## src/source/l15_adapter_macros.svh

```systemverilog
// ------------------------------------------------
// HPDC to L1.5 adapter
// Widths, thread id count and cache port numbers
// ------------------------------------------------
`ifndef L15_ADAPTER_MACROS_SVH
`define L15_ADAPTER_MACROS_SVH

// Data path widths
`define L15A_ADDR_W     40
`define L15A_DATA_W     64
`define L15A_BE_W       8

// Request tags
`define L15A_MEM_ID_W   4
`define L15A_PID_W      2
`define L15A_TID_W      2
`define L15A_NUM_THIDS  4  // One per L1.5 thread id

// Cache ports feeding the adapter
`define L15A_PORT_RD      2'd0
`define L15A_PORT_WBUF    2'd1
`define L15A_PORT_UNC_RD  2'd2
`define L15A_PORT_UNC_WR  2'd3

`endif

```

## src/source/l15_adapter_pkg.sv

```systemverilog
// ------------------------------------------------
// HPDC to L1.5 adapter types
// Cache memory port and L1.5 request/return words
// ------------------------------------------------
`include "l15_adapter_macros.svh"

package l15_adapter_pkg;

    // Cache memory command
    typedef enum logic [1:0] {
        MEM_READ  = 2'b00,
        MEM_WRITE = 2'b01
    } mem_cmd_e;

    // L1.5 request and return codes
    typedef enum logic [4:0] {
        L15_LOAD_RQ  = 5'b00000,
        L15_STORE_RQ = 5'b00001
    } l15_rqtype_e;

    typedef enum logic [3:0] {
        L15_LOAD_RET = 4'b0000,
        L15_ST_ACK   = 4'b0100,
        L15_ERR_RET  = 4'b1100
    } l15_rettype_e;

    typedef struct packed {
        logic [`L15A_ADDR_W-1:0]   addr;
        logic [2:0]                size;      // Log2 of the byte count
        logic [`L15A_MEM_ID_W-1:0] id;
        mem_cmd_e                  command;
        logic                      cacheable;
    } mem_req_t;

    typedef struct packed {
        logic [`L15A_DATA_W-1:0] data;
        logic [`L15A_BE_W-1:0]   be;
    } mem_wdata_t;

    typedef struct packed {
        logic [`L15A_MEM_ID_W-1:0] id;
        logic                      error;
        logic [`L15A_DATA_W-1:0]   data;
    } mem_resp_t;

    typedef struct packed {
        logic                    val;
        logic                    req_ack;   // Return accepted
        l15_rqtype_e             rqtype;
        logic                    nc;
        logic [2:0]              size;
        logic [`L15A_TID_W-1:0]  threadid;
        logic [`L15A_ADDR_W-1:0] address;
        logic [`L15A_DATA_W-1:0] data;      // Big endian
        logic [`L15A_BE_W-1:0]   be;
    } l15_req_t;

    typedef struct packed {
        logic                    val;
        logic                    header_ack;
        logic                    ack;
        l15_rettype_e            returntype;
        logic [`L15A_TID_W-1:0]  threadid;
        logic [`L15A_DATA_W-1:0] data;
    } l15_rtrn_t;

endpackage

```

## src/source/hpdc_l15_adapter.sv

```systemverilog
// ------------------------------------------------
// HPDC to L1.5 adapter top level
// Request encoder, thread id control and return
// decoder between the cache and the L1.5
// ------------------------------------------------
`timescale 1ns/1ps
`include "l15_adapter_macros.svh"

module hpdc_l15_adapter #(
    parameter bit SWAP_ENDIAN = 1'b1
) (
    input  logic                          clk_i,
    input  logic                          rst_ni,
    input  logic                          req_valid_i,
    input  logic [`L15A_PID_W-1:0]        req_pid_i,
    input  l15_adapter_pkg::mem_req_t     req_i,
    input  l15_adapter_pkg::mem_wdata_t   req_data_i,
    output logic                          req_ready_o,
    input  logic                          resp_ready_i,
    output logic                          resp_valid_o,
    output logic [`L15A_PID_W-1:0]        resp_pid_o,
    output l15_adapter_pkg::mem_resp_t    resp_o,
    output l15_adapter_pkg::l15_req_t     l15_req_o,
    input  l15_adapter_pkg::l15_rtrn_t    l15_rtrn_i
);

    l15_adapter_pkg::l15_rqtype_e rqtype;
    logic                         nc;
    logic [2:0]                   size;
    logic [`L15A_ADDR_W-1:0]      address;
    logic [`L15A_DATA_W-1:0]      data;
    logic [`L15A_BE_W-1:0]        be;
    logic                         l15_val;
    logic                         req_ack;
    logic [`L15A_TID_W-1:0]       l15_tid;
    logic [`L15A_TID_W-1:0]       lookup_tid;
    logic [`L15A_MEM_ID_W-1:0]    lookup_id;
    logic [`L15A_PID_W-1:0]       lookup_pid;

    l15_req_encoder #(.SWAP_ENDIAN(SWAP_ENDIAN)) i_req_encoder (
        .req_i      (req_i),
        .req_pid_i  (req_pid_i),
        .req_data_i (req_data_i),
        .rqtype_o   (rqtype),
        .nc_o       (nc),
        .size_o     (size),
        .address_o  (address),
        .data_o     (data),
        .be_o       (be)
    );

    l15_thread_ctrl i_thread_ctrl (
        .clk_i        (clk_i),
        .rst_ni       (rst_ni),
        .req_valid_i  (req_valid_i),
        .req_pid_i    (req_pid_i),
        .req_id_i     (req_i.id),
        .header_ack_i (l15_rtrn_i.header_ack),
        .ack_i        (l15_rtrn_i.ack),
        .rtrn_val_i   (l15_rtrn_i.val),
        .rtrn_tid_i   (l15_rtrn_i.threadid),
        .resp_ready_i (resp_ready_i),
        .l15_val_o    (l15_val),
        .l15_tid_o    (l15_tid),
        .req_ready_o  (req_ready_o),
        .lookup_tid_i (lookup_tid),
        .lookup_id_o  (lookup_id),
        .lookup_pid_o (lookup_pid)
    );

    l15_resp_decoder #(.SWAP_ENDIAN(SWAP_ENDIAN)) i_resp_decoder (
        .l15_rtrn_i   (l15_rtrn_i),
        .resp_ready_i (resp_ready_i),
        .lookup_id_i  (lookup_id),
        .lookup_pid_i (lookup_pid),
        .lookup_tid_o (lookup_tid),
        .resp_valid_o (resp_valid_o),
        .resp_pid_o   (resp_pid_o),
        .resp_o       (resp_o),
        .req_ack_o    (req_ack)
    );

    // L1.5 request word
    assign l15_req_o = '{
        val:      l15_val,
        req_ack:  req_ack,
        rqtype:   rqtype,
        nc:       nc,
        size:     size,
        threadid: l15_tid,
        address:  address,
        data:     data,
        be:       be
    };

endmodule

```

## src/source/l15_req_encoder.sv

```systemverilog
// ------------------------------------------------
// L1.5 request encoder
// Maps a cache memory request onto L1.5 request
// fields, aligning stores from their byte mask
// ------------------------------------------------
`timescale 1ns/1ps
`include "l15_adapter_macros.svh"

module l15_req_encoder #(
    parameter bit SWAP_ENDIAN = 1'b1
) (
    input  l15_adapter_pkg::mem_req_t     req_i,
    input  logic [`L15A_PID_W-1:0]        req_pid_i,
    input  l15_adapter_pkg::mem_wdata_t   req_data_i,
    output l15_adapter_pkg::l15_rqtype_e  rqtype_o,
    output logic                          nc_o,
    output logic [2:0]                    size_o,
    output logic [`L15A_ADDR_W-1:0]       address_o,
    output logic [`L15A_DATA_W-1:0]       data_o,
    output logic [`L15A_BE_W-1:0]         be_o
);

    logic                    is_wbuf_st;
    logic                    is_unc_st;
    logic [3:0]              be_cnt;
    logic [2:0]              hi_pos;    // Highest enabled byte
    logic [1:0]              wt_size;
    logic [2:0]              wt_off;
    logic [`L15A_ADDR_W-1:0] wt_addr;
    logic [`L15A_DATA_W-1:0] rep_data;
    logic [`L15A_DATA_W-1:0] st_data;
    logic [`L15A_DATA_W-1:0] st_data_swap;
    logic [`L15A_BE_W-1:0]   be_swap;

    assign is_wbuf_st = (req_pid_i == `L15A_PORT_WBUF) &&
                        (req_i.command == l15_adapter_pkg::MEM_WRITE);
    assign is_unc_st  = (req_pid_i == `L15A_PORT_UNC_WR) &&
                        (req_i.command == l15_adapter_pkg::MEM_WRITE);

    assign be_cnt = 4'($countones(req_data_i.be));

    always_comb begin : hi_pos_comb
        hi_pos = '0;
        for (int i = 0; i < `L15A_BE_W; i++) begin
            if (req_data_i.be[i]) begin
                hi_pos = 3'(i);  // Last hit is the highest
            end
        end
    end

    // Store size and offset from the enable pattern
    always_comb begin : align_comb
        wt_size = 2'd3;
        wt_off  = '0;
        case (be_cnt)
            4'd1: begin
                wt_size = 2'd0;
                wt_off  = hi_pos;
            end
            4'd2: begin
                wt_size = 2'd1;
                wt_off  = hi_pos - 3'd1;
            end
            4'd4: begin
                wt_size = 2'd2;
                wt_off  = hi_pos - 3'd3;
            end
            default: ;  // Full double word
        endcase
    end

    assign wt_addr = (wt_size == 2'd3) ? req_i.addr
                                       : {req_i.addr[`L15A_ADDR_W-1:3], wt_off};

    // Copy the 2^size bytes at the offset over the whole double word
    always_comb begin : rep_comb
        logic [2:0] lane_mask;
        logic [2:0] src;
        lane_mask = 3'((4'd1 << wt_size) - 4'd1);
        for (int i = 0; i < `L15A_BE_W; i++) begin
            src = wt_off + (3'(i) & lane_mask);
            rep_data[8*i +: 8] = req_data_i.data[8*src +: 8];
        end
    end

    assign st_data      = is_unc_st ? rep_data : req_data_i.data;
    assign st_data_swap = {<<8{st_data}};
    assign be_swap      = {<<{req_data_i.be}};

    assign rqtype_o  = (is_wbuf_st || is_unc_st) ? l15_adapter_pkg::L15_STORE_RQ
                                                 : l15_adapter_pkg::L15_LOAD_RQ;
    assign nc_o      = ~req_i.cacheable;
    assign size_o    = is_wbuf_st ? ({1'b0, wt_size} + 3'd1) : (req_i.size + 3'd1);
    assign address_o = is_wbuf_st ? wt_addr : req_i.addr;
    assign data_o    = SWAP_ENDIAN ? st_data_swap : st_data;
    assign be_o      = SWAP_ENDIAN ? be_swap : req_data_i.be;

    always_comb begin : wbuf_be_chk
        if (is_wbuf_st) begin
            assert final (req_data_i.be != '0)
                else $error("Write-buffer store with no byte enabled");
        end
    end

endmodule

```

## src/source/l15_resp_decoder.sv

```systemverilog
// ------------------------------------------------
// L1.5 return decoder
// Rebuilds the cache response and its port from
// the thread id tables
// ------------------------------------------------
`timescale 1ns/1ps
`include "l15_adapter_macros.svh"

module l15_resp_decoder #(
    parameter bit SWAP_ENDIAN = 1'b1
) (
    input  l15_adapter_pkg::l15_rtrn_t  l15_rtrn_i,
    input  logic                        resp_ready_i,
    input  logic [`L15A_MEM_ID_W-1:0]   lookup_id_i,
    input  logic [`L15A_PID_W-1:0]      lookup_pid_i,
    output logic [`L15A_TID_W-1:0]      lookup_tid_o,
    output logic                        resp_valid_o,
    output logic [`L15A_PID_W-1:0]      resp_pid_o,
    output l15_adapter_pkg::mem_resp_t  resp_o,
    output logic                        req_ack_o
);

    logic [`L15A_DATA_W-1:0] data_swap;

    assign data_swap = {<<8{l15_rtrn_i.data}};  // L1.5 is big endian

    assign lookup_tid_o = l15_rtrn_i.threadid;
    assign resp_valid_o = l15_rtrn_i.val;
    assign resp_pid_o   = lookup_pid_i;
    assign req_ack_o    = l15_rtrn_i.val & resp_ready_i;  // Hold the return under back-pressure

    assign resp_o.id    = lookup_id_i;
    assign resp_o.error = (l15_rtrn_i.returntype == l15_adapter_pkg::L15_ERR_RET);
    assign resp_o.data  = SWAP_ENDIAN ? data_swap : l15_rtrn_i.data;

endmodule

```

## src/source/l15_thread_ctrl.sv

```systemverilog
// ------------------------------------------------
// L1.5 thread id control
// Header-ack/ack request handshake and the tables
// of cache id and port per thread id
// ------------------------------------------------
`timescale 1ns/1ps
`include "l15_adapter_macros.svh"

module l15_thread_ctrl (
    input  logic                      clk_i,
    input  logic                      rst_ni,
    input  logic                      req_valid_i,
    input  logic [`L15A_PID_W-1:0]    req_pid_i,
    input  logic [`L15A_MEM_ID_W-1:0] req_id_i,
    input  logic                      header_ack_i,
    input  logic                      ack_i,
    input  logic                      rtrn_val_i,
    input  logic [`L15A_TID_W-1:0]    rtrn_tid_i,
    input  logic                      resp_ready_i,
    output logic                      l15_val_o,
    output logic [`L15A_TID_W-1:0]    l15_tid_o,
    output logic                      req_ready_o,
    input  logic [`L15A_TID_W-1:0]    lookup_tid_i,
    output logic [`L15A_MEM_ID_W-1:0] lookup_id_o,
    output logic [`L15A_PID_W-1:0]    lookup_pid_o
);

    typedef enum logic [1:0] {
        IDLE,
        WAIT_HEADER_ACK,
        WAIT_ACK         // val low, fields held
    } state_e;

    state_e                    state_q, state_d;
    logic                      id_avail;
    logic                      retire;
    logic [`L15A_MEM_ID_W-1:0] id_tab [`L15A_NUM_THIDS];
    logic [`L15A_PID_W-1:0]    pid_tab [`L15A_NUM_THIDS];

    assign retire = rtrn_val_i & resp_ready_i;  // Return consumed

    thid_free_list i_free_list (
        .clk_i     (clk_i),
        .rst_ni    (rst_ni),
        .put_i     (retire),
        .put_tid_i (rtrn_tid_i),
        .get_i     (req_ready_o),
        .avail_o   (id_avail),
        .tid_o     (l15_tid_o)
    );

    always_comb begin : fsm_comb
        state_d     = state_q;
        l15_val_o   = 1'b0;
        req_ready_o = 1'b0;
        case (state_q)
            IDLE: begin
                if (req_valid_i && id_avail) begin
                    l15_val_o = 1'b1;
                    if (!header_ack_i) state_d = WAIT_HEADER_ACK;
                    else if (!ack_i) state_d = WAIT_ACK;
                    else req_ready_o = 1'b1;
                end
            end
            WAIT_HEADER_ACK: begin
                l15_val_o = 1'b1;
                if (header_ack_i) begin
                    req_ready_o = ack_i;
                    state_d     = ack_i ? IDLE : WAIT_ACK;
                end
            end
            WAIT_ACK: begin
                if (ack_i) begin
                    req_ready_o = 1'b1;
                    state_d     = IDLE;
                end
            end
            default: state_d = IDLE;
        endcase
    end

    always_ff @(posedge clk_i or negedge rst_ni) begin
        if (!rst_ni) state_q <= IDLE;
        else state_q <= state_d;
    end

    // Tag of the accepted request, kept until its return
    always_ff @(posedge clk_i) begin
        if (req_ready_o) begin
            id_tab[l15_tid_o]  <= req_id_i;
            pid_tab[l15_tid_o] <= req_pid_i;
        end
    end

    assign lookup_id_o  = id_tab[lookup_tid_i];
    assign lookup_pid_o = pid_tab[lookup_tid_i];

    ready_on_ack: assert property (@(posedge clk_i) disable iff (!rst_ni)
        req_ready_o |-> ack_i && id_avail);
    // Cache request held steady through the L1.5 handshake
    valid_held: assert property (@(posedge clk_i) disable iff (!rst_ni)
        state_q != IDLE |-> req_valid_i && $stable(req_id_i) && $stable(req_pid_i));

endmodule

```

## src/source/thid_free_list.sv

```systemverilog
// ------------------------------------------------
// L1.5 thread id free list
// Circular queue, full with every id out of reset
// ------------------------------------------------
`timescale 1ns/1ps
`include "l15_adapter_macros.svh"

module thid_free_list (
    input  logic                   clk_i,
    input  logic                   rst_ni,
    input  logic                   put_i,
    input  logic [`L15A_TID_W-1:0] put_tid_i,
    input  logic                   get_i,
    output logic                   avail_o,
    output logic [`L15A_TID_W-1:0] tid_o
);

    localparam int CNT_W = $clog2(`L15A_NUM_THIDS + 1);

    logic [`L15A_TID_W-1:0] ids_q [`L15A_NUM_THIDS];
    logic [`L15A_TID_W-1:0] rd_ptr_q;
    logic [`L15A_TID_W-1:0] wr_ptr_q;  // Wraps with the id count
    logic [CNT_W-1:0]       cnt_q;
    logic                   full;

    assign full    = (cnt_q == CNT_W'(`L15A_NUM_THIDS));
    assign avail_o = (cnt_q != '0);
    assign tid_o   = ids_q[rd_ptr_q];

    always_ff @(posedge clk_i or negedge rst_ni) begin
        if (!rst_ni) begin
            for (int i = 0; i < `L15A_NUM_THIDS; i++) begin
                ids_q[i] <= `L15A_TID_W'(i);
            end
            rd_ptr_q <= '0;
            wr_ptr_q <= '0;
            cnt_q    <= CNT_W'(`L15A_NUM_THIDS);
        end else begin
            if (put_i) begin
                ids_q[wr_ptr_q] <= put_tid_i;
                wr_ptr_q        <= wr_ptr_q + 1'b1;
            end
            if (get_i) rd_ptr_q <= rd_ptr_q + 1'b1;
            cnt_q <= cnt_q + CNT_W'(put_i) - CNT_W'(get_i);
        end
    end

    put_not_full: assert property (@(posedge clk_i) disable iff (!rst_ni) put_i |-> !full);
    get_not_empty: assert property (@(posedge clk_i) disable iff (!rst_ni) get_i |-> avail_o);

endmodule

```

## config.mk

```make
export PLATFORM = sky130hd
export DESIGN_NAME = hpdc_l15_adapter
export DESIGN_NICKNAME = d
export VERILOG_FILES = /design/src/source/l15_adapter_pkg.sv /design/src/source/hpdc_l15_adapter.sv /design/src/source/l15_req_encoder.sv /design/src/source/l15_resp_decoder.sv /design/src/source/l15_thread_ctrl.sv /design/src/source/thid_free_list.sv
export VERILOG_INCLUDE_DIRS = /design/src /design/src/source
export SDC_FILE = /design/constraint.sdc
export NUM_CORES = 1
export LEC_CHECK = 0
export BUFFER_PORTS_ARGS = -buffer_cell sky130_fd_sc_hd__buf_2
export CORE_AREA = 4 4 151 153
export DETAILED_ROUTE_END_ITERATION = 8
export DIE_AREA = 0 0 155 157
export GPL_ROUTABILITY_DRIVEN = 0
export PLACE_DENSITY = 0.65
export SYNTH_ARGS = -nofsm -noshare
export SYNTH_HDL_FRONTEND = slang
export SYNTH_HIERARCHICAL = 1
export SYNTH_SLANG_ARGS = --single-unit
```

## constraint.sdc

```tcl
create_clock -name clk_i -period 26.1 [get_ports clk_i]
set_clock_uncertainty 0.15 [all_clocks]
set_input_delay 5.22 -clock clk_i [delete_from_list [all_inputs] [get_ports clk_i]]
set_output_delay 5.22 -clock clk_i [all_outputs]
set_load 0.02 [all_outputs]
```

==> impl_metrics.py, run 1 <==
metrics = {
    "run_status": {
        "status": "complete, no violations",
    },
    "floorplanning": {
        "start_util": 0.350,
        "placementRows": 54,
        "io_pins": 399,
        "core_um2": 21600,
        "die-area_um2": 24300,
        "die_height_um": 157,
        "die_x_um": 155,
    },
    "sta": {
        "worst_pin_slew_ps": 1040,
        "rsz0062_at_grt": "no",
        "finalSetupViolCount": 0,
        "finalCriticalPeriod_ps": 17950,
        "fin_crit_sh": 0.688,
        "clock.fmax_ghz": 0.0557,
        "finalMaxSlewViolations": 0,
        "slew_headroom": 0.307,
        "finalHoldViolations": 0,
        "finalSetupTns_ps": 0,
    },
    "clock_network": {
        "cts_sinks": 41,
        "clk_latency_ps": 270,
        "ctsResizeCount": 0,
        "cts.path.max_buffers": 2,
        "cts-buffers-inserted": 5,
        "htreeDepth": 2,
        "path_clk_slew_ps": 60,
        "hold_buffers": 0,
        "cts_root_buf": "clkbuf_16",
        "post-cts-setup-buffer-count": 0,
        "cts_tree": "done",
    },
    "power_and_ir_drop": {
        "leakage_nw": 3.49,
        "p_per_area_nw_per_um2": 128,
        "max-vdd-ir-drop_mv": 0.0945,
    },
    "routing": {
        "drt_iter0_markers": 560,
        "wl_per_cell_um": 21.3,
        "final_antenna_net_count": 0,
        "drc": 0,
        "viasPerCell": 5.70,
        "wirelength_mm": 24.6,
        "first_pass_iters": 5,
        "vias": 6584,
    },
    "synth": {
        "synth_top_family_by_area": "multiplexers",
        "synthAdderAreaFrac": 0.0401,
        "yosysTopAreaCellShare": 0.137,
        "yosysMostFrequentCell": "buf_4",
        "synth_edf_count": 24,
        "ys_seq_elements": 41,
        "yosys.area.top_type": "mux2i_1",
        "ys.warnings.count": 6,
        "synth_seq_area_share": 0.153,
        "synth_area_leaders": "mux2i_1, buf_4, mux4_2",
        "synth_compound_area_frac": 0.135,
        "syn_avg_cell_area_um2": 8.94,
        "yosys-top-cells-count": "buf_4, mux2i_1, nand2_1, nor2_1, o21ai_1",
        "synth-xor-area-share": 0.0323,
        "synthSimpleGateAreaFrac": 0.166,
        "ys_async_sr_fraction": 0.415,
        "netlist_area_um2": 7540,
        "syn_inst": 844,
        "yosys-mux-area-fraction": 0.302,
        "post_synth_num_cell_types": 64,
        "ys.flop_type": "edfxtp_1",
    },
    "global_route": {
        "grt_use_total": 0.190,
        "grt_max_degree": 102,
        "overflow": 0,
        "grt_first_pass_wirelength_mm": 36.6,
        "grt_pass1_vias": 6139,
        "antenna_found_initial": 2,
    },
    "critical_path": {
        "worst_setup_path_end_kind": "output pin",
        "worstPathArrival_ps": 12580,
        "crit_fanout": 37,
        "slowest_stage": "ha_1",
        "cp.required_ps": 20730,
        "path_cells": "buf_2, inv_1, fa_1, fa_1, fa_1, inv_1, ha_1, inv_1, fa_1, inv_1, a2111oi_0, fa_1, o21ai_4, buf_4, ha_1, nand2b_1, nor2_1, mux2_2, nor4_1, mux2i_1, o21ai_1, buf_2",
        "path_common_cell": "fa_1",
        "critPathKind": "input pin to output pin",
        "cp-start-kind": "input pin",
        "cpPeakStageDelay_ps": 870,
    },
    "cells_and_area": {
        "regArea_um2": 1150,
        "multi_input_area_um2": 5130,
        "fillers": 2202,
        "final_area_um2": 7920,
        "drive_above_1_share": 0.362,
        "syn2layout_area_growth_pct": 4.98,
        "final_util": 0.367,
        "nets": 1093,
    },
    "placed_design": {
        "dpl-instance-area_um2": 7740,
        "io_buffers": 192,
        "hpwl_mm": 18.8,
    },
    "run": {
        "drv_cap": 0,
    },
    "hold_path": {
        "hp-class": "flip-flop to flip-flop",
    },
}
[worst paths after layout]
check | startpoint | to | slack, ps | cells after the start
setup / recovery | req_data_i[0] | l15_req_o[55] | 8150 | 22
hold / removal | i_thread_ctrl/i_free_list/cnt_q[2] | i_thread_ctrl/i_free_list/cnt_q[2] | 340 | 1
setup reg to reg | i_thread_ctrl/i_free_list/cnt_q[2] | i_thread_ctrl/i_free_list/cnt_q[2] | 23240 | 11
hold reg to reg | i_thread_ctrl/i_free_list/cnt_q[2] | i_thread_ctrl/i_free_list/cnt_q[2] | 340 | 1
max in group asynchronous | rst_ni | i_thread_ctrl/i_free_list/ids_q[3] | 20790 | 1
min in group asynchronous | rst_ni | i_thread_ctrl/i_free_list/cnt_q[0] | 4700 | 1
[layout make-up]
| type | count | share of cell area |
|---|---|---|
| repair buffers | 198 | 0.127 |
| clock buffers | 6 | 0.0175 |
| clock inverters | 2 | 0.00474 |
| inverters | 27 | 0.0128 |
| well taps | 280 | 0.0442 |
| flip-flops and latches | 41 | 0.145 |
| multi-input cells | 599 | 0.648 |
| diodes | 2 | 0.000632 |
[logic make-up after synthesis]
group / after synthesis
xor gates and xnor gates: 15
muxes: 173
DFF: 41
buffers and inverters: 207
other: 1
adders and majority gates: 20
AOI/OAI and AO/OA: 133
and+or+nand+nor: 254
[placed cells by master (no fill, tap or decap), drive strengths merged, types with 5 or more instances in the layout]
cell,Yosys,final
a21oi,7,7
a221oi,39,39
a2bb2oi,8,8
and2,34,34
buf,141,198
clkbuf,39,6
dfrtp,12,12
dfstp,5,5
edfxtp,24,24
fa,7,7
ha,13,13
inv,27,27
mux2,30,30
mux2i,103,103
mux4,40,40
nand2,92,92
nor2,82,82
nor3,5,5
nor4,19,19
o21a,10,10
o21ai,52,52
o221a,8,8
xnor2,8,8
xor2,7,7
[per-layer routing]
layer	GRT usage	share of wire
met1	0.267	0.43
met3	0.0399	0.098
met2	0.293	0.44
met5	0	0
met4	0.0606	0.038
[sequential cells by signal, indices dropped and copies added, names as in the netlist]
register	count
i_thread_ctrl/i_free_list/cnt_q	3
i_thread_ctrl/i_free_list/ids_q	8
i_thread_ctrl/i_free_list/rd_ptr_q	2
i_thread_ctrl/i_free_list/wr_ptr_q	2
i_thread_ctrl/id_tab	16
i_thread_ctrl/pid_tab	8
i_thread_ctrl/state_q	2
[where the power goes]
| group | total, W | leakage (nW) | internal (W) | switching [W] |
|---|---|---|---|---|
| sequential | 0.000100 | 0.415 | 0.0000902 | 0.0000102 |
| clock | 0.0000704 | 0.0831 | 0.0000476 | 0.0000227 |
| combinational | 0.000841 | 2.99 | 0.000365 | 0.000477 |
[metrics by stage]
| step | setup WS, ps | std cells | hold slack (ps) | total power [W] |
|---|---|---|---|---|
| finish | 8150 | 1155 | 342 | 0.00101 |
| global route | 7720 | 1155 | 351 | 0.00109 |
| CTS | 8100 | 1153 | 347 | 0.00101 |
| detailed placement | 8120 | 1145 | 336 | 0.000938 |
| global placement | 8320 | 1145 | 326 | 0.000920 |
| floorplan | 9600 | 847 | 317 | 0.000798 |
[worst max-delay path, delay by kind of cell]
family                   cells  cell delay (ps)
adder cells (fa/ha/maj)      7             3590
AND/OR/NAND/NOR              3             1140
AO/OA/AOI/OAI                3             1130
buffers and inverters        7             1010
multiplexers                 2              450
Note: power is estimated with default switching activity, not from simulation.
==> inputs of run 2 (changes only) <==
clock period = 17.5 ns   (was 26.1 ns; I/O delays follow)
==> impl_metrics.py, run 2 (synthesized netlist as in run 1, its figures left out) <==
metrics = {
    "clock_network": {
        "cts_tree": "done",
        "post-cts-setup-buffer-count": 0,
        "cts-buffers-inserted": 5,
        "htreeDepth": 2,
        "hold_buffers": 0,
        "cts.path.max_buffers": 2,
        "cts_root_buf": "clkbuf_16",
        "cts_sinks": 41,
        "path_clk_slew_ps": 50,
        "clk_latency_ps": 280,
        "ctsResizeCount": 0,
    },
    "floorplanning": {
        "start_util": 0.350,
        "die_x_um": 155,
        "die-area_um2": 24300,
        "die_height_um": 157,
        "io_pins": 399,
        "core_um2": 21600,
        "placementRows": 54,
    },
    "placed_design": {
        "place_inst": 1145,
        "dp_worst_setup_slack_ps": 2970,
        "io_buffers": 192,
        "hpwl_mm": 18.7,
    },
    "cells_and_area": {
        "top_register": "i_thread_ctrl/id_tab",
        "syn2layout_area_growth_pct": 4.91,
        "drive_above_1_share": 0.362,
        "layout_common_cells": "buf_2, mux2i_1, nand2_1",
        "fillers": 2204,
        "final_common_cell": "buf_2",
        "largest_reg_flops": 16,
        "nets": 1093,
        "fin_cells": 1153,
        "reg_top3": "i_thread_ctrl/id_tab x16, i_thread_ctrl/i_free_list/ids_q x8, i_thread_ctrl/pid_tab x8",
        "n_antenna_cell": 0,
        "final_util": 0.367,
    },
    "critical_path": {
        "critPathKind": "input pin to output pin",
        "crit_start": "req_data_i[0]",
        "r2r_cells": 11,
        "crit_fanout": 37,
        "crit_path_end": "l15_req_o[55]",
        "cp-start-kind": "input pin",
        "cp.required_ps": 13850,
        "r2r_slack_ps": 14660,
        "worstPathArrival_ps": 10900,
        "rr_startpoint": "i_thread_ctrl/i_free_list/cnt_q[1]",
        "worst_setup_path_end_kind": "output pin",
        "r2r-end": "i_thread_ctrl/i_free_list/cnt_q[2]",
    },
    "routing": {
        "final_antenna_net_count": 0,
        "top_layer_used": "met4",
        "drc": 0,
        "route.met2.wl_mm": 10.5,
        "first_pass_iters": 5,
        "wl_per_cell_um": 21.2,
        "vias": 6536,
        "viasPerCell": 5.67,
        "wl_met3_mm": 2.34,
        "wirelength_mm": 24.5,
        "drt-met1-wl_mm": 10.6,
        "drt_iter0_markers": 623,
    },
    "sta": {
        "slew_headroom": 0.298,
        "clock.fmax_ghz": 0.0687,
        "fin_ws_ps": 2950,
        "worst_pin_slew_ps": 1050,
        "rsz0062_at_grt": "no",
        "finalMaxSlewViolations": 0,
        "finalHoldViolations": 0,
        "finalCriticalPeriod_ps": 14550,
        "fin_crit_sh": 0.831,
        "finalSetupViolCount": 0,
        "finalSetupTns_ps": 0,
    },
    "power_and_ir_drop": {
        "leakage_nw": 3.49,
        "max-vdd-ir-drop_mv": 0.137,
        "p_per_area_nw_per_um2": 191,
    },
    "global_route": {
        "antenna_found_initial": 0,
        "grt_first_pass_wirelength_mm": 36.3,
        "grt_use_total": 0.188,
        "grt_pass1_vias": 6112,
        "grt_max_degree": 102,
        "overflow": 0,
    },
    "run_status": {
        "status": "complete, no violations",
    },
    "run": {
        "drv_cap": 0,
    },
    "hold_path": {
        "hold_path_depth": 1,
        "hp-class": "flip-flop to flip-flop",
    },
}
run 2: changes by cell type in the layout (fill, tap and decap cells not counted):
cell	change
diode_2	-2
run 2: how the worst min path moves through the flow:
stage | startpoint | end | slack (ps)
2_1_floorplan | i_thread_ctrl/i_free_list/cnt_q[2] | i_thread_ctrl/i_free_list/cnt_q[2] | 320
5_1_grt | i_thread_ctrl/i_free_list/rd_ptr_q[1] | i_thread_ctrl/i_free_list/rd_ptr_q[1] | 370
3_3_place_gp | i_thread_ctrl/i_free_list/cnt_q[2] | i_thread_ctrl/i_free_list/cnt_q[2] | 330
6_report | i_thread_ctrl/i_free_list/cnt_q[2] | i_thread_ctrl/i_free_list/cnt_q[2] | 340
3_5_place_dp | i_thread_ctrl/i_free_list/cnt_q[2] | i_thread_ctrl/i_free_list/cnt_q[2] | 340
4_1_cts | i_thread_ctrl/i_free_list/cnt_q[2] | i_thread_ctrl/i_free_list/cnt_q[2] | 350
run 2: power breakdown:
part	leakage (nW)	switching (W)	total [W]	internal [W]
clock	0.0831	0.0000343	0.000105	0.0000710
combinational	2.99	0.000713	0.00126	0.000544
sequential	0.415	0.0000148	0.000149	0.000135
run 2: metrics by stage:
step                      total power [W]  area, µm²  hold WS [ps]
after detailed placement          0.00140       7740           343
after CTS                         0.00150       7920           351
final                             0.00151       7920           345
after global placement            0.00137       7740           326
after global routing              0.00162       7920           373
after floorplan                   0.00119       7560           317
run 2: metal layers:
metal,GRT usage,up-vias
met1,0.271,3040
met3,0.0349,102
met5,0,-
met2,0.282,408
met4,0.0664,0
li1,-,2986
run 2: worst max-delay path, stage by stage:
cell	delay (ps)
buf_2	90
inv_1	50
fa_1	560
fa_1	430
fa_1	430
inv_1	70
ha_1	150
inv_1	60
fa_1	570
inv_1	60
a2111oi_0	740
fa_1	580
o21ai_4	150
buf_4	510
ha_1	870
nand2b_1	680
nor2_1	80
mux2_2	280
nor4_1	400
mux2i_1	170
o21ai_1	230
buf_2	220
run 2: final cells by class:
cell class,count,area [µm²],area share
clock buffer,6,139,0.0175
clock inverter,2,37.5,0.00474
inverter,27,101,0.0128
multi-input combinational,599,5130,0.648
sequential,41,1150,0.146
tap,280,350,0.0443
timing repair buffer,198,1010,0.127
==> inputs of run 3 (changes only) <==
CORE_AREA = 4 4 155 157   (was 4 4 151 153)
DIE_AREA = 0 0 159 161   (was 0 0 155 157)
PLACE_DENSITY = default   (was 0.65)
clock period = 13.3 ns   (was 17.5 ns; I/O delays follow)
==> impl_metrics.py, run 3 (synthesized netlist as in run 1, its figures left out) <==
metrics = {
    "cells_and_area": {
        "reg_top3": "i_thread_ctrl/id_tab x16, i_thread_ctrl/i_free_list/ids_q x8, i_thread_ctrl/pid_tab x8",
        "final_area_um2": 7880,
        "drive_above_1_share": 0.360,
        "fillers": 2304,
        "top_register": "i_thread_ctrl/id_tab",
        "largest_reg_flops": 16,
        "final_common_cell": "buf_2",
        "nets": 1092,
        "syn2layout_area_growth_pct": 4.48,
        "layout_common_cells": "buf_2, mux2i_1, nand2_1",
    },
    "floorplanning": {
        "core_um2": 22500,
        "io_pins": 399,
        "die_x_um": 159,
        "placementRows": 55,
        "die_height_um": 161,
        "die-area_um2": 25600,
        "start_util": 0.335,
    },
    "sta": {
        "fin_ws_ps": 1010,
        "finalSetupViolCount": 0,
        "rsz0062_at_grt": "no",
        "hold_ws_ps": 334,
        "slew_headroom": 0.200,
        "finalSetupTns_ps": 0,
        "finalMaxSlewViolations": 0,
        "finalHoldViolations": 0,
        "finalCriticalPeriod_ps": 12290,
        "clock.fmax_ghz": 0.0813,
        "fin_crit_sh": 0.924,
        "worst_pin_slew_ps": 1200,
    },
    "critical_path": {
        "crit_fanout": 35,
        "cp-start-kind": "input pin",
        "worst_setup_path_end_kind": "output pin",
        "cp.required_ps": 10490,
        "worstPathArrival_ps": 9480,
        "r2r-end": "i_thread_ctrl/i_free_list/cnt_q[2]",
        "rr_startpoint": "i_thread_ctrl/i_free_list/cnt_q[1]",
        "r2r_slack_ps": 10520,
        "r2r_cells": 11,
        "critPathKind": "input pin to output pin",
    },
    "hold_path": {
        "hp-start": "i_thread_ctrl/i_free_list/cnt_q[2]",
        "min_to": "i_thread_ctrl/i_free_list/cnt_q[2]",
        "hold_path_depth": 1,
        "hp-class": "flip-flop to flip-flop",
    },
    "placed_design": {
        "hpwl_mm": 19.3,
        "io_buffers": 192,
        "dpl-instance-area_um2": 7740,
        "dp_worst_setup_slack_ps": 1020,
    },
    "power_and_ir_drop": {
        "max-vdd-ir-drop_mv": 0.172,
        "p_per_area_nw_per_um2": 246,
        "leakage_nw": 3.47,
    },
    "clock_network": {
        "htreeDepth": 2,
        "ctsResizeCount": 0,
        "post-cts-setup-buffer-count": 0,
        "cts.path.max_buffers": 2,
        "cts_root_buf": "clkbuf_16",
        "hold_buffers": 0,
        "cts_tree": "done",
        "path_clk_slew_ps": 60,
        "clk_latency_ps": 270,
        "cts_sinks": 41,
        "cts-buffers-inserted": 5,
    },
    "routing": {
        "route.met2.wl_mm": 11.5,
        "top_layer_used": "met5",
        "viasPerCell": 5.69,
        "first_pass_iters": 5,
        "drt_iter0_markers": 502,
        "wirelength_mm": 25.3,
        "wl_per_cell_um": 21.9,
        "drc": 0,
        "drt-met1-wl_mm": 10.9,
        "wl_met3_mm": 2.14,
        "final_antenna_net_count": 0,
        "vias": 6594,
    },
    "run_status": {
        "status": "complete, no violations",
    },
    "global_route": {
        "grt_max_degree": 102,
        "grt_use_total": 0.184,
        "grt_pass1_vias": 6186,
        "antenna_found_initial": 2,
        "overflow": 0,
        "grt_first_pass_wirelength_mm": 37.9,
    },
    "run": {
        "drv_cap": 0,
    },
}
==> run 3: cell types whose count changed in the layout (fill, tap and decap cells not counted), sizes merged <==
cell      before  now
bufinv         1    0
clkinvlp       1    0
buf          198  197
diode          0    1
clkbuf         6    5
clkinv         0    3
==> run 3: worst max-delay path by stage <==
stage / from / end / slack, ps / cells after the start
2_1_floorplan: req_data_i[0] / l15_req_o[22] / 1920 / 24
3_3_place_gp: req_data_i[0] / l15_req_o[17] / 1210 / 21
3_5_place_dp: req_data_i[0] / l15_req_o[17] / 1020 / 21
4_1_cts: req_data_i[0] / l15_req_o[17] / 1020 / 21
5_1_grt: req_data_i[0] / l15_req_o[23] / 550 / 21
6_report: req_data_i[0] / l15_req_o[49] / 1010 / 21
==> run 3: per-stage QoR <==
stage / util / instances / power [W]
floorplan: - / 847 / 0.00157
global placement: 0.344 / 1149 / 0.00181
detailed placement: 0.344 / 1149 / 0.00182
CTS: 0.350 / 1157 / 0.00194
global route: 0.350 / 1158 / 0.00209
finish: 0.350 / 1158 / 0.00194
==> run 3: critical path, stage by stage <==
cell       delay, ps
buf_2             90
inv_1             50
fa_1             560
fa_1             450
fa_1             440
inv_1             70
ha_1             160
inv_1             60
fa_1             580
inv_1             60
a2111oi_0        760
fa_1             590
o21ai_4          170
ha_1             790
or2_2            640
nor2_1            90
mux2_2           280
nor4_1           470
mux2i_1          170
o21ai_1          140
buf_2            200
==> run 3: layer usage <==
layer,global-route usage,vias to the layer above
met5,0,-
li1,-,2987
met3,0.0431,66
met2,0.286,342
met1,0.254,3197
met4,0.0588,2
==> run 3: cell type report <==
cell class,count,area [µm²],area share
clock inverter,3,17.5,0.00222
antenna,1,2.50,0.000317
sequential,41,1150,0.146
timing repair buffer,197,998,0.127
inverter,27,101,0.0129
multi-input combinational,599,5130,0.651
tap,285,357,0.0452
clock buffer,5,125,0.0159
==> run 3: where the power goes <==
part / switching (W) / leakage, nW / internal [W]
Sequential: 0.0000202 / 0.415 / 0.000177
Clock: 0.0000449 / 0.0712 / 0.0000687
Combinational: 0.000917 / 2.98 / 0.000714
